==> src/rtl/ciDefines_defines.svh <==
`ifndef CI_DEFINES_SVH
`define CI_DEFINES_SVH

// Operand and result width.
`define CI_WORD_WIDTH 32
`define CI_ID_WIDTH 8

// Instruction numbers owned by the units.
`define CI_ID_SWAP 8'd1
`define CI_ID_DELAY 8'd6

// 25 MHz system clock.
`define CLOCK_TICKS_PER_MICRO 25

// Top bit of the counter ends the reset, 16 cycles after lock.
`define RESET_STRETCH_BITS 5

// Answer for a number that no unit owns.
`define CI_ILLEGAL_RESULT {`CI_WORD_WIDTH{1'b1}}

`endif

==> src/rtl/ciPkg.sv <==
`include "ciDefines_defines.svh"

package ciPkg;

  // Operand or result word.
  typedef logic [`CI_WORD_WIDTH-1:0] ciWord_t;

  // Custom instruction number.
  typedef logic [`CI_ID_WIDTH-1:0] ciId_t;

  // Byte-swap mode, taken from the low bits of operand B.
  typedef logic [1:0] swapMode_t;

  // Request side handshake.
  typedef enum logic [1:0] {
    idle,
    issue,
    waitAck
  } requestState_t;

  // Response side handshake.
  typedef enum logic {
    collect,
    acknowledge
  } responseState_t;

endpackage

==> src/rtl/resetSequencer.sv <==
`timescale 1ns/1ps
`include "ciDefines_defines.svh"

module resetSequencer (
  input  logic s_systemClock,
  input  logic s_pllLocked,
  output logic systemReset
);

  logic [`RESET_STRETCH_BITS-1:0] stretchCount;

  // Count after lock until the top bit sets, then hold.
  always_ff @(posedge s_systemClock or negedge s_pllLocked) begin
    if (!s_pllLocked) begin
      stretchCount <= '0;
    end else if (!stretchCount[`RESET_STRETCH_BITS-1]) begin
      stretchCount <= stretchCount + 1'b1;
    end
  end

  assign systemReset = ~stretchCount[`RESET_STRETCH_BITS-1];

  assert property (@(posedge s_systemClock) disable iff (!s_pllLocked)
    !systemReset |=> !systemReset)
    else $error("Internal reset came back while the PLL stayed locked.");

endmodule

==> src/rtl/ciRequestPort.sv <==
`timescale 1ns/1ps
`include "ciDefines_defines.svh"

module ciRequestPort (
  input  logic           s_systemClock,
  input  logic           s_pllLocked,
  input  logic           systemReset,
  input  logic           ciReq,
  input  ciPkg::ciId_t   ciN,
  input  ciPkg::ciWord_t ciDataA,
  input  ciPkg::ciWord_t ciDataB,
  input  logic           ciAck,
  output ciPkg::ciWord_t opA,
  output ciPkg::ciWord_t opB,
  output logic           swapStart,
  output logic           delayStart,
  output logic           illegalStart
);

  ciPkg::requestState_t state;
  logic accept;
  logic isSwap;
  logic isDelay;

  assign accept  = (state == ciPkg::idle) && ciReq;
  assign isSwap  = (ciN == `CI_ID_SWAP);
  assign isDelay = (ciN == `CI_ID_DELAY);

  // The number is decoded here once; the units only see their start pulse.
  always_ff @(posedge s_systemClock or negedge s_pllLocked) begin
    if (!s_pllLocked) begin
      state        <= ciPkg::idle;
      swapStart    <= 1'b0;
      delayStart   <= 1'b0;
      illegalStart <= 1'b0;
    end else if (systemReset) begin
      state        <= ciPkg::idle;
      swapStart    <= 1'b0;
      delayStart   <= 1'b0;
      illegalStart <= 1'b0;
    end else begin
      swapStart    <= 1'b0;
      delayStart   <= 1'b0;
      illegalStart <= 1'b0;
      case (state)
        ciPkg::idle: begin
          if (accept) begin
            state        <= ciPkg::issue;
            swapStart    <= isSwap;
            delayStart   <= isDelay;
            illegalStart <= !(isSwap || isDelay);
          end
        end
        ciPkg::issue: begin
          state <= ciPkg::waitAck;
        end
        ciPkg::waitAck: begin
          // Host has seen the ack and dropped its request.
          if (ciAck && !ciReq) begin
            state <= ciPkg::idle;
          end
        end
        default: begin
          state <= ciPkg::idle;
        end
      endcase
    end
  end

  always_ff @(posedge s_systemClock) begin
    if (accept) begin
      opA <= ciDataA;
      opB <= ciDataB;
    end
  end

  assert property (@(posedge s_systemClock) disable iff (!s_pllLocked)
    $onehot0({swapStart, delayStart, illegalStart}))
    else $error("More than one unit started at once.");

endmodule

==> src/rtl/byteSwapUnit.sv <==
`timescale 1ns/1ps

module byteSwapUnit (
  input  logic           s_systemClock,
  input  logic           s_pllLocked,
  input  logic           systemReset,
  input  logic           start,
  input  ciPkg::ciWord_t opA,
  input  ciPkg::ciWord_t opB,
  output logic           done,
  output ciPkg::ciWord_t result
);

  ciPkg::swapMode_t mode;
  ciPkg::ciWord_t swapped;

  assign mode = opB[1:0];

  always_comb begin
    case (mode)
      2'd0: swapped = {opA[7:0], opA[15:8], opA[23:16], opA[31:24]};
      2'd1: swapped = {opA[23:16], opA[31:24], opA[7:0], opA[15:8]};
      2'd2: swapped = {opA[15:0], opA[31:16]};
      default: swapped = opA;
    endcase
  end

  always_ff @(posedge s_systemClock or negedge s_pllLocked) begin
    if (!s_pllLocked) begin
      done <= 1'b0;
    end else if (systemReset) begin
      done <= 1'b0;
    end else begin
      done <= start;
    end
  end

  // Zero outside the done cycle, so it can be ORed with the other units.
  always_ff @(posedge s_systemClock) begin
    result <= start ? swapped : '0;
  end

endmodule

==> src/rtl/microDelayUnit.sv <==
`timescale 1ns/1ps
`include "ciDefines_defines.svh"

module microDelayUnit (
  input  logic           s_systemClock,
  input  logic           s_pllLocked,
  input  logic           systemReset,
  input  logic           start,
  input  ciPkg::ciWord_t opA,
  output logic           done,
  output ciPkg::ciWord_t result
);

  localparam int unsigned PRESCALE_BITS = $clog2(`CLOCK_TICKS_PER_MICRO);

  logic [PRESCALE_BITS-1:0] prescale;
  ciPkg::ciWord_t microCount;
  logic busy;
  logic microTick;

  assign microTick = (prescale == PRESCALE_BITS'(`CLOCK_TICKS_PER_MICRO - 1));

  always_ff @(posedge s_systemClock or negedge s_pllLocked) begin
    if (!s_pllLocked) begin
      busy       <= 1'b0;
      done       <= 1'b0;
      prescale   <= '0;
      microCount <= '0;
    end else if (systemReset) begin
      busy       <= 1'b0;
      done       <= 1'b0;
      prescale   <= '0;
      microCount <= '0;
    end else begin
      done <= 1'b0;
      if (start) begin
        prescale   <= '0;
        microCount <= opA;
        // A zero delay answers on the next cycle.
        busy       <= (opA != '0);
        done       <= (opA == '0);
      end else if (busy) begin
        if (microTick) begin
          prescale   <= '0;
          microCount <= microCount - 1'b1;
          if (microCount == ciPkg::ciWord_t'(1)) begin
            busy <= 1'b0;
            done <= 1'b1;
          end
        end else begin
          prescale <= prescale + 1'b1;
        end
      end
    end
  end

  // The delay returns no value.
  assign result = '0;

  assert property (@(posedge s_systemClock) disable iff (!s_pllLocked || systemReset)
    start |-> !busy)
    else $error("Delay started while a delay was still running.");

endmodule

==> src/rtl/ciResponsePort.sv <==
`timescale 1ns/1ps
`include "ciDefines_defines.svh"

module ciResponsePort (
  input  logic           s_systemClock,
  input  logic           s_pllLocked,
  input  logic           systemReset,
  input  logic           swapDone,
  input  logic           delayDone,
  input  logic           illegalStart,
  input  ciPkg::ciWord_t swapResult,
  input  ciPkg::ciWord_t delayResult,
  input  logic           ciReq,
  output logic           ciAck,
  output ciPkg::ciWord_t ciResult
);

  ciPkg::responseState_t state;
  logic illegalDone;
  logic anyDone;
  ciPkg::ciWord_t anyResult;

  // Units answer with zero when idle, so a plain OR collects them.
  assign anyDone   = swapDone | delayDone | illegalDone;
  assign anyResult = swapResult | delayResult | (illegalDone ? `CI_ILLEGAL_RESULT : '0);

  always_ff @(posedge s_systemClock or negedge s_pllLocked) begin
    if (!s_pllLocked) begin
      state       <= ciPkg::collect;
      illegalDone <= 1'b0;
    end else if (systemReset) begin
      state       <= ciPkg::collect;
      illegalDone <= 1'b0;
    end else begin
      // Same one-cycle latency as the swap unit.
      illegalDone <= illegalStart;
      case (state)
        ciPkg::collect:     if (anyDone) state <= ciPkg::acknowledge;
        ciPkg::acknowledge: if (!ciReq) state <= ciPkg::collect;
        default:            state <= ciPkg::collect;
      endcase
    end
  end

  always_ff @(posedge s_systemClock) begin
    if (state == ciPkg::collect && anyDone) begin
      ciResult <= anyResult;
    end
  end

  assign ciAck = (state == ciPkg::acknowledge);

  assert property (@(posedge s_systemClock) disable iff (!s_pllLocked)
    ciAck ##1 ciAck |-> $stable(ciResult))
    else $error("Result changed while acknowledged.");

endmodule

==> src/rtl/ciHub.sv <==
`timescale 1ns/1ps

module ciHub (
  input  logic           s_systemClock,
  input  logic           s_pllLocked,
  input  logic           ciReq,
  input  ciPkg::ciId_t   ciN,
  input  ciPkg::ciWord_t ciDataA,
  input  ciPkg::ciWord_t ciDataB,
  output logic           ciAck,
  output ciPkg::ciWord_t ciResult
);

  logic systemReset;
  ciPkg::ciWord_t opA;
  ciPkg::ciWord_t opB;
  logic swapStart;
  logic delayStart;
  logic illegalStart;
  logic swapDone;
  logic delayDone;
  ciPkg::ciWord_t swapResult;
  ciPkg::ciWord_t delayResult;

  resetSequencer i_resetSequencer (
    .s_systemClock(s_systemClock),
    .s_pllLocked  (s_pllLocked),
    .systemReset  (systemReset)
  );

  ciRequestPort i_ciRequestPort (
    .s_systemClock(s_systemClock),
    .s_pllLocked  (s_pllLocked),
    .systemReset  (systemReset),
    .ciReq        (ciReq),
    .ciN          (ciN),
    .ciDataA      (ciDataA),
    .ciDataB      (ciDataB),
    .ciAck        (ciAck),
    .opA          (opA),
    .opB          (opB),
    .swapStart    (swapStart),
    .delayStart   (delayStart),
    .illegalStart (illegalStart)
  );

  byteSwapUnit i_byteSwapUnit (
    .s_systemClock(s_systemClock),
    .s_pllLocked  (s_pllLocked),
    .systemReset  (systemReset),
    .start        (swapStart),
    .opA          (opA),
    .opB          (opB),
    .done         (swapDone),
    .result       (swapResult)
  );

  microDelayUnit i_microDelayUnit (
    .s_systemClock(s_systemClock),
    .s_pllLocked  (s_pllLocked),
    .systemReset  (systemReset),
    .start        (delayStart),
    .opA          (opA),
    .done         (delayDone),
    .result       (delayResult)
  );

  ciResponsePort i_ciResponsePort (
    .s_systemClock(s_systemClock),
    .s_pllLocked  (s_pllLocked),
    .systemReset  (systemReset),
    .swapDone     (swapDone),
    .delayDone    (delayDone),
    .illegalStart (illegalStart),
    .swapResult   (swapResult),
    .delayResult  (delayResult),
    .ciReq        (ciReq),
    .ciAck        (ciAck),
    .ciResult     (ciResult)
  );

endmodule

==> config.mk <==
export PLATFORM = sky130hd
export DESIGN_NAME = ciHub
export DESIGN_NICKNAME = d
export VERILOG_FILES = /design/src/rtl/ciPkg.sv /design/src/rtl/resetSequencer.sv /design/src/rtl/ciRequestPort.sv /design/src/rtl/byteSwapUnit.sv /design/src/rtl/microDelayUnit.sv /design/src/rtl/ciResponsePort.sv /design/src/rtl/ciHub.sv
export VERILOG_INCLUDE_DIRS = /design/src /design/src/rtl
export SDC_FILE = /design/constraint.sdc
export NUM_CORES = 1
export LEC_CHECK = 0
export BUFFER_PORTS_ARGS = -buffer_cell sky130_fd_sc_hd__buf_2
export CAP_MARGIN = 20
export CELL_PAD_IN_SITES_DETAIL_PLACEMENT = 0
export CELL_PAD_IN_SITES_GLOBAL_PLACEMENT = 1
export CORE_MARGIN = 1.5
export CORE_UTILIZATION = 47
export CTS_CLUSTER_DIAMETER = 40
export CTS_CLUSTER_SIZE = 25
export DETAILED_ROUTE_END_ITERATION = 8
export PLACE_DENSITY = 0.8
export SLEW_MARGIN = 20
export SYNTH_ARGS = -nofsm -noshare
export SYNTH_HDL_FRONTEND = slang
export SYNTH_HIERARCHICAL = 1
export SYNTH_SLANG_ARGS = --single-unit
==> constraint.sdc <==
create_clock -name s_systemClock -period 6.4 [get_ports s_systemClock]
set_input_delay 0.32 -clock s_systemClock [delete_from_list [all_inputs] [get_ports s_systemClock]]
set_output_delay 0.32 -clock s_systemClock [all_outputs]
set_load 0.005 [all_outputs]
Yosys cells after proc, flatten, opt, wreduce, memory -nomap -nowiden
Index checks and enable logic that the tools add are counted.
{"block": "word_totals", "elab_cells": 88, "register_bits": 150, "input_bits": 75}
{"block": "op_classes", "bitwise": 4, "add_sub_neg": 3, "n_eq_ne": 12, "muxes": 40, "n_reduce_logical": 12}
{"cell": "32-bit two-way mux", "count": 5}
{"cell": "32-bit one-hot mux with 3 select lines", "count": 1}
{"cell": "32-bit by 1-bit equality test with 1-bit output, second input constant", "count": 1}
{"cell": "32-bit logical NOT", "count": 1}
{"cell": "32-bit bitwise OR", "count": 1}
{"cell": "32-bit nonzero test", "count": 1}
{"cell": "32-bit by 1-bit subtractor with 32-bit output, second input constant", "count": 1}
{"cell": "5-bit two-way mux", "count": 5}
{"cell": "1-bit two-way mux", "count": 24}
{"cell": "5-bit by 1-bit adder with 5-bit output, second input constant", "count": 2}
{"cell": "8-bit by 1-bit equality test with 1-bit output, second input constant", "count": 1}
{"cell": "8-bit by 3-bit equality test with 1-bit output, second input constant", "count": 1}
{"cell": "2-bit two-way mux", "count": 3}
{"cell": "3-bit by 1-bit != test with 1-bit output, second input constant", "count": 2}
{"cell": "3-bit by 2-bit != test with 1-bit output, second input constant", "count": 2}
{"cell": "2-bit one-hot mux with 3 select lines", "count": 1}
{"cell": "5-bit equality test, second input constant", "count": 1}
{"cell": "2-bit by 1-bit equality test with 1-bit output, second input constant", "count": 2}
{"cell": "2-bit equality test, second input constant", "count": 2}
{"cell": "2-bit logical NOT", "count": 2}
{"cell": "2-bit AND reduction", "count": 2}
{"cell": "1-bit logical AND", "count": 3}
{"cell": "1-bit logical NOT", "count": 2}
{"cell": "1-bit bitwise OR", "count": 2}
{"cell": "3 further kinds", "count": 3}

Depth between registers and ports, before layout
{"block": "logic_depth", "depth_word": 6, "mapped_depth": 9}

By module
Netlist, hierarchy kept.
{"module": "microDelayUnit", "n_inst": 1, "area_per_inst_um2": 2802.7, "cells_per_inst": 323, "seq_area_each_um2": 975.9}
{"module": "ciRequestPort", "n_inst": 1, "area_per_inst_um2": 2145.8, "cells_per_inst": 83, "seq_area_each_um2": 2047.0}
{"module": "byteSwapUnit", "n_inst": 1, "area_per_inst_um2": 1295.0, "cells_per_inst": 110, "seq_area_each_um2": 665.6}
{"module": "ciResponsePort", "n_inst": 1, "area_per_inst_um2": 1292.5, "cells_per_inst": 75, "seq_area_each_um2": 1011.0}
{"module": "resetSequencer", "n_inst": 1, "area_per_inst_um2": 217.7, "cells_per_inst": 15, "seq_area_each_um2": 125.1}

Worst setup path before layout
OpenSTA, ideal clock, no wires.
{"block": "synth_timing", "path_kind": "flip-flop to flip-flop", "start": "reg i_ciRequestPort.state[0]", "end": "reg i_ciRequestPort.opA[0] (enable)", "path_buffers": 0, "setup_ps": 578, "path_stages_with_launch": 2, "t_arrival_ps": 5083, "path_slack_ps": 739, "period_less_slack_ps": 5661, "path_cell_list": "dfrtp_1 > nor3b_1"}
{"block": "synth_via", "elab_chain_len": 2}
{"element": "from (decl)", "line": "ciRequestPort.sv:20", "text": "ciPkg::requestState_t state;"}
{"element": "from (signal assigned)", "line": "ciRequestPort.sv:32", "text": "state <= ciPkg::idle;"}
{"element": "from (signal assigned)", "line": "ciRequestPort.sv:37", "text": "state <= ciPkg::idle;"}
{"element": "from (signal assigned)", "line": "ciRequestPort.sv:48", "text": "state <= ciPkg::issue;"}
{"element": "2-bit logical NOT", "line": "ciRequestPort.sv:25", "text": "assign accept = (state == ciPkg::idle) && ciReq;"}
{"element": "1-bit logical AND", "line": "ciRequestPort.sv:25"}
{"element": "named net i_ciRequestPort.accept", "line": "ciRequestPort.sv:21", "text": "logic accept;"}
{"element": "to (signal assigned)", "line": "ciRequestPort.sv:72", "text": "opA <= ciDataA;"}
{"element": "to (decl)", "line": "ciRequestPort.sv:13", "text": "output ciPkg::ciWord_t opA,"}
The timed path passes the listed nets, and every way through them passes these cells.
A chain may end at the register's enable or synchronous reset.

Worst setup path after layout
{"block": "layout_timing", "start": "reg i_microDelayUnit.prescale[0]", "end": "reg i_microDelayUnit.microCount[26]"}
{"block": "layout_via", "elab_chain_len": 3}
{"element": "from (decl)", "line": "microDelayUnit.sv:16", "text": "logic [PRESCALE_BITS-1:0] prescale;"}
{"element": "from (signal assigned)", "line": "microDelayUnit.sv:51", "text": "prescale <= prescale + 1'b1;"}
{"element": "5-bit equality test", "line": "microDelayUnit.sv:21", "text": "assign microTick = (prescale == PRESCALE_BITS'(`CLOCK_TICKS_PER_MICRO - 1));"}
{"element": "3-bit by 1-bit != test with 1-bit output (no line)"}
{"element": "2-bit AND reduction (no line)"}
{"element": "to (signal assigned)", "line": "microDelayUnit.sv:38", "text": "microCount <= opA;"}
{"element": "to (signal assigned)", "line": "microDelayUnit.sv:45", "text": "microCount <= microCount - 1'b1;"}
{"element": "to (decl)", "line": "microDelayUnit.sv:17", "text": "ciPkg::ciWord_t microCount;"}
No other way between the ends.

==> flow_metrics.tcl <==
set metrics [dict create \
    cts_tree "built" \
    cts_num_sinks 150 \
    grt_overflow 0 \
    met3_length_um 1071 \
    drtIter0Drc 422 \
    first_pass_iters 5 \
    cts_buffers 17 \
    die_y_um 123.8 \
    maxCapViolCount 0 \
    ios 108 \
    ir_drop_mv 0.1502 \
    row_count 43 \
    post_cts_buffers 0 \
    setup.worst_path.start_class "register" \
    initial_core_util_pct 48.80 \
    track_usage_pct 21.13 \
    postCtsResizedCells 0 \
    drt_wl_total_um 15150 \
    worstPathMaxFanout 16 \
    clk_pin_slew_ns 0.06 \
    worstReg2RegStart "i_microDelayUnit/prescale[0]" \
    clkLatencyLatePin_ns 0.42 \
    antenna_found_initial 0 \
    crit_start "i_microDelayUnit/prescale[0]" \
    setup_viol 0 \
    wl_met2_um 7088 \
    wl_per_cell_um 18.00 \
    die_area_um2 15310 \
    pre_cts_ws_ns 3.679 \
    netlist_instances 576 \
    vias 4778 \
    syn_avg_cell_area_um2 11.90 \
    fmax_ghz 0.3623 \
    final.setup_skew_ns 0.006864 \
    finalWorstSetupSlack_ns 3.640 \
    hpwl_um 10710 \
    diodes 0 \
    synthesis.area_um2 6853 \
    core_um2 14040 \
    postCtsHoldBufs 0 \
    power_leakage_nw 3.251 \
    required_ns 6.69 \
    grt_max_degree 53 \
    finalWeightedCongestion 0.9040 \
    cts_buffer_depth 2 \
    grt_pass1_vias 4594 \
    slew_headroom_pct 30.91 \
    cp.arrival_ns 3.05 \
    portBuffers 77 \
    vias_per_cell 5.675 \
    setup_tns_ns 0 \
    met1Wirelength_um 6687 \
    h-tree-depth 4 \
    criticalPathCategory "reg -> reg" \
    cts-root-buf "clkbuf_16" \
    worst_pin_slew_ns 1.034 \
    nets 729 \
    hold_violations 0 \
    drc 0 \
    slew_viol_final 0 \
    detail-route-antenna-nets 0 \
    top_layer "met4" \
    layout_min_cycle_time_ns 2.760 \
    endpoint_kind "register" \
    post-route-period-util_pct 43.13 \
    cp_slowest_stage_delay_ns 0.64 \
    cp_cell_sequence "inv_1 -> ha_1 -> and4b_1 -> nand2_1 -> or4_4 -> o311ai_1 -> o21ai_1" \
    drive_above_1_share_pct 21.90 \
    grt_pass1_wl_um 23940 \
    run_status "complete, no violations" \
    placed_cells 810 \
    rsz0062_at_grt "no" \
    critical_path.slowest_cell "and4b_1" \
    power.density_nw_per_um2 341.5 \
    final_cells 842 \
    hp-class "in -> async" \
    area_delta_synth_final_pct 14.31 \
    ys_warn_count 6 \
    die_w_um 123.8 \
]
metrics by stage:
stage	total power [mW]	instance area, um2	hold slack [ns]	util, %
floorplan	1.529	6969	0.02441	-
global placement	1.628	7204	0.4565	51.31
detailed placement	1.646	7204	0.4571	51.31
CTS	2.692	7831	0.03761	55.77
global route	2.791	7834	0.04706	55.79
finish	2.676	7834	0.01176	55.79
sequential cells by signal, summed over array words and instances, names as in the netlist:
name,count
i_ciRequestPort/opA,32
i_ciResponsePort/ciResult,32
i_microDelayUnit/prescale,5
i_resetSequencer/stretchCount,5
i_microDelayUnit/done,1
i_ciResponsePort/illegalDone,1
i_microDelayUnit/busy,1
i_byteSwapUnit/done,1
i_microDelayUnit/microCount,32
i_ciRequestPort/state,2
i_ciRequestPort/illegalStart,1
i_ciRequestPort/delayStart,1
i_ciRequestPort/swapStart,1
i_ciResponsePort/ciAck,1
i_byteSwapUnit/result,32
i_ciRequestPort/opB,2
per-layer routing:
metal / vias up / track usage [%]
met5: - / 0
met4: 0 / 7.974
met3: 22 / 6.044
met2: 163 / 33.01
met1: 2332 / 28.03
li1: 2261 / -
final cells by class:
type	count	area (um2)
clock inverter	14	187.7
timing repair buffer	84	437.9
tap	180	225.2
clock buffer	18	439.2
fill	1224	6208
multi-input combinational	385	2579
sequential	150	3924
inverter	11	41.29
path summary, 6_finish.rpt:
path,cells past startpoint,to,slack (ns)
setup / recovery,7,i_microDelayUnit/microCount[26],3.64
hold / removal,2,i_microDelayUnit/prescale[0],0.01
setup reg to reg,7,i_microDelayUnit/microCount[26],3.64
hold reg to reg,1,i_ciResponsePort/illegalDone,0.47
max in group asynchronous,2,i_microDelayUnit/microCount[26],5.93
min in group s_systemClock,1,i_ciRequestPort/opA[21],0.07
where the power goes:
part / leakage [nW] / switching (mW) / internal [mW]
Clock: 0.298 / 0.413 / 0.635
Combinational: 1.40 / 0.215 / 0.158
Sequential: 1.56 / 0.112 / 1.14
worst max-delay path, delay by kind of cell (launching register included):
kind,cells,cell delay (ns)
simple gates,3,1.61
flops,1,0.43
compound gates,2,0.34
fa+ha+maj,1,0.16
buf+inv,1,0.08
placed cells by master, fill, tap and decap left out, types with 4 or more instances in the layout:
| cell type | count |
|---|---|
| or3_2 | 6 |
| xnor2_1 | 17 |
| buf_4 | 7 |
| dfrtp_1 | 52 |
| nand2b_1 | 4 |
| nand3b_1 | 5 |
| mux2i_1 | 37 |
| o21ai_0 | 6 |
| clkbuf_16 | 17 |
| nor4_1 | 21 |
| a22oi_1 | 4 |
| buf_2 | 77 |
| ha_1 | 5 |
| a211oi_1 | 12 |
| nand2_1 | 24 |
| edfxtp_1 | 66 |
| or3_1 | 28 |
| a21oi_1 | 16 |
| conb_1 | 32 |
| nand3_1 | 9 |
| o22ai_1 | 35 |
| nand4_1 | 6 |
| nor3_1 | 16 |
| nor2b_1 | 4 |
| inv_6 | 4 |
| nor2_1 | 37 |
| inv_1 | 11 |
| o211ai_1 | 5 |
| dfxtp_1 | 32 |
No activity file was read; power rests on OpenSTA's default activity.
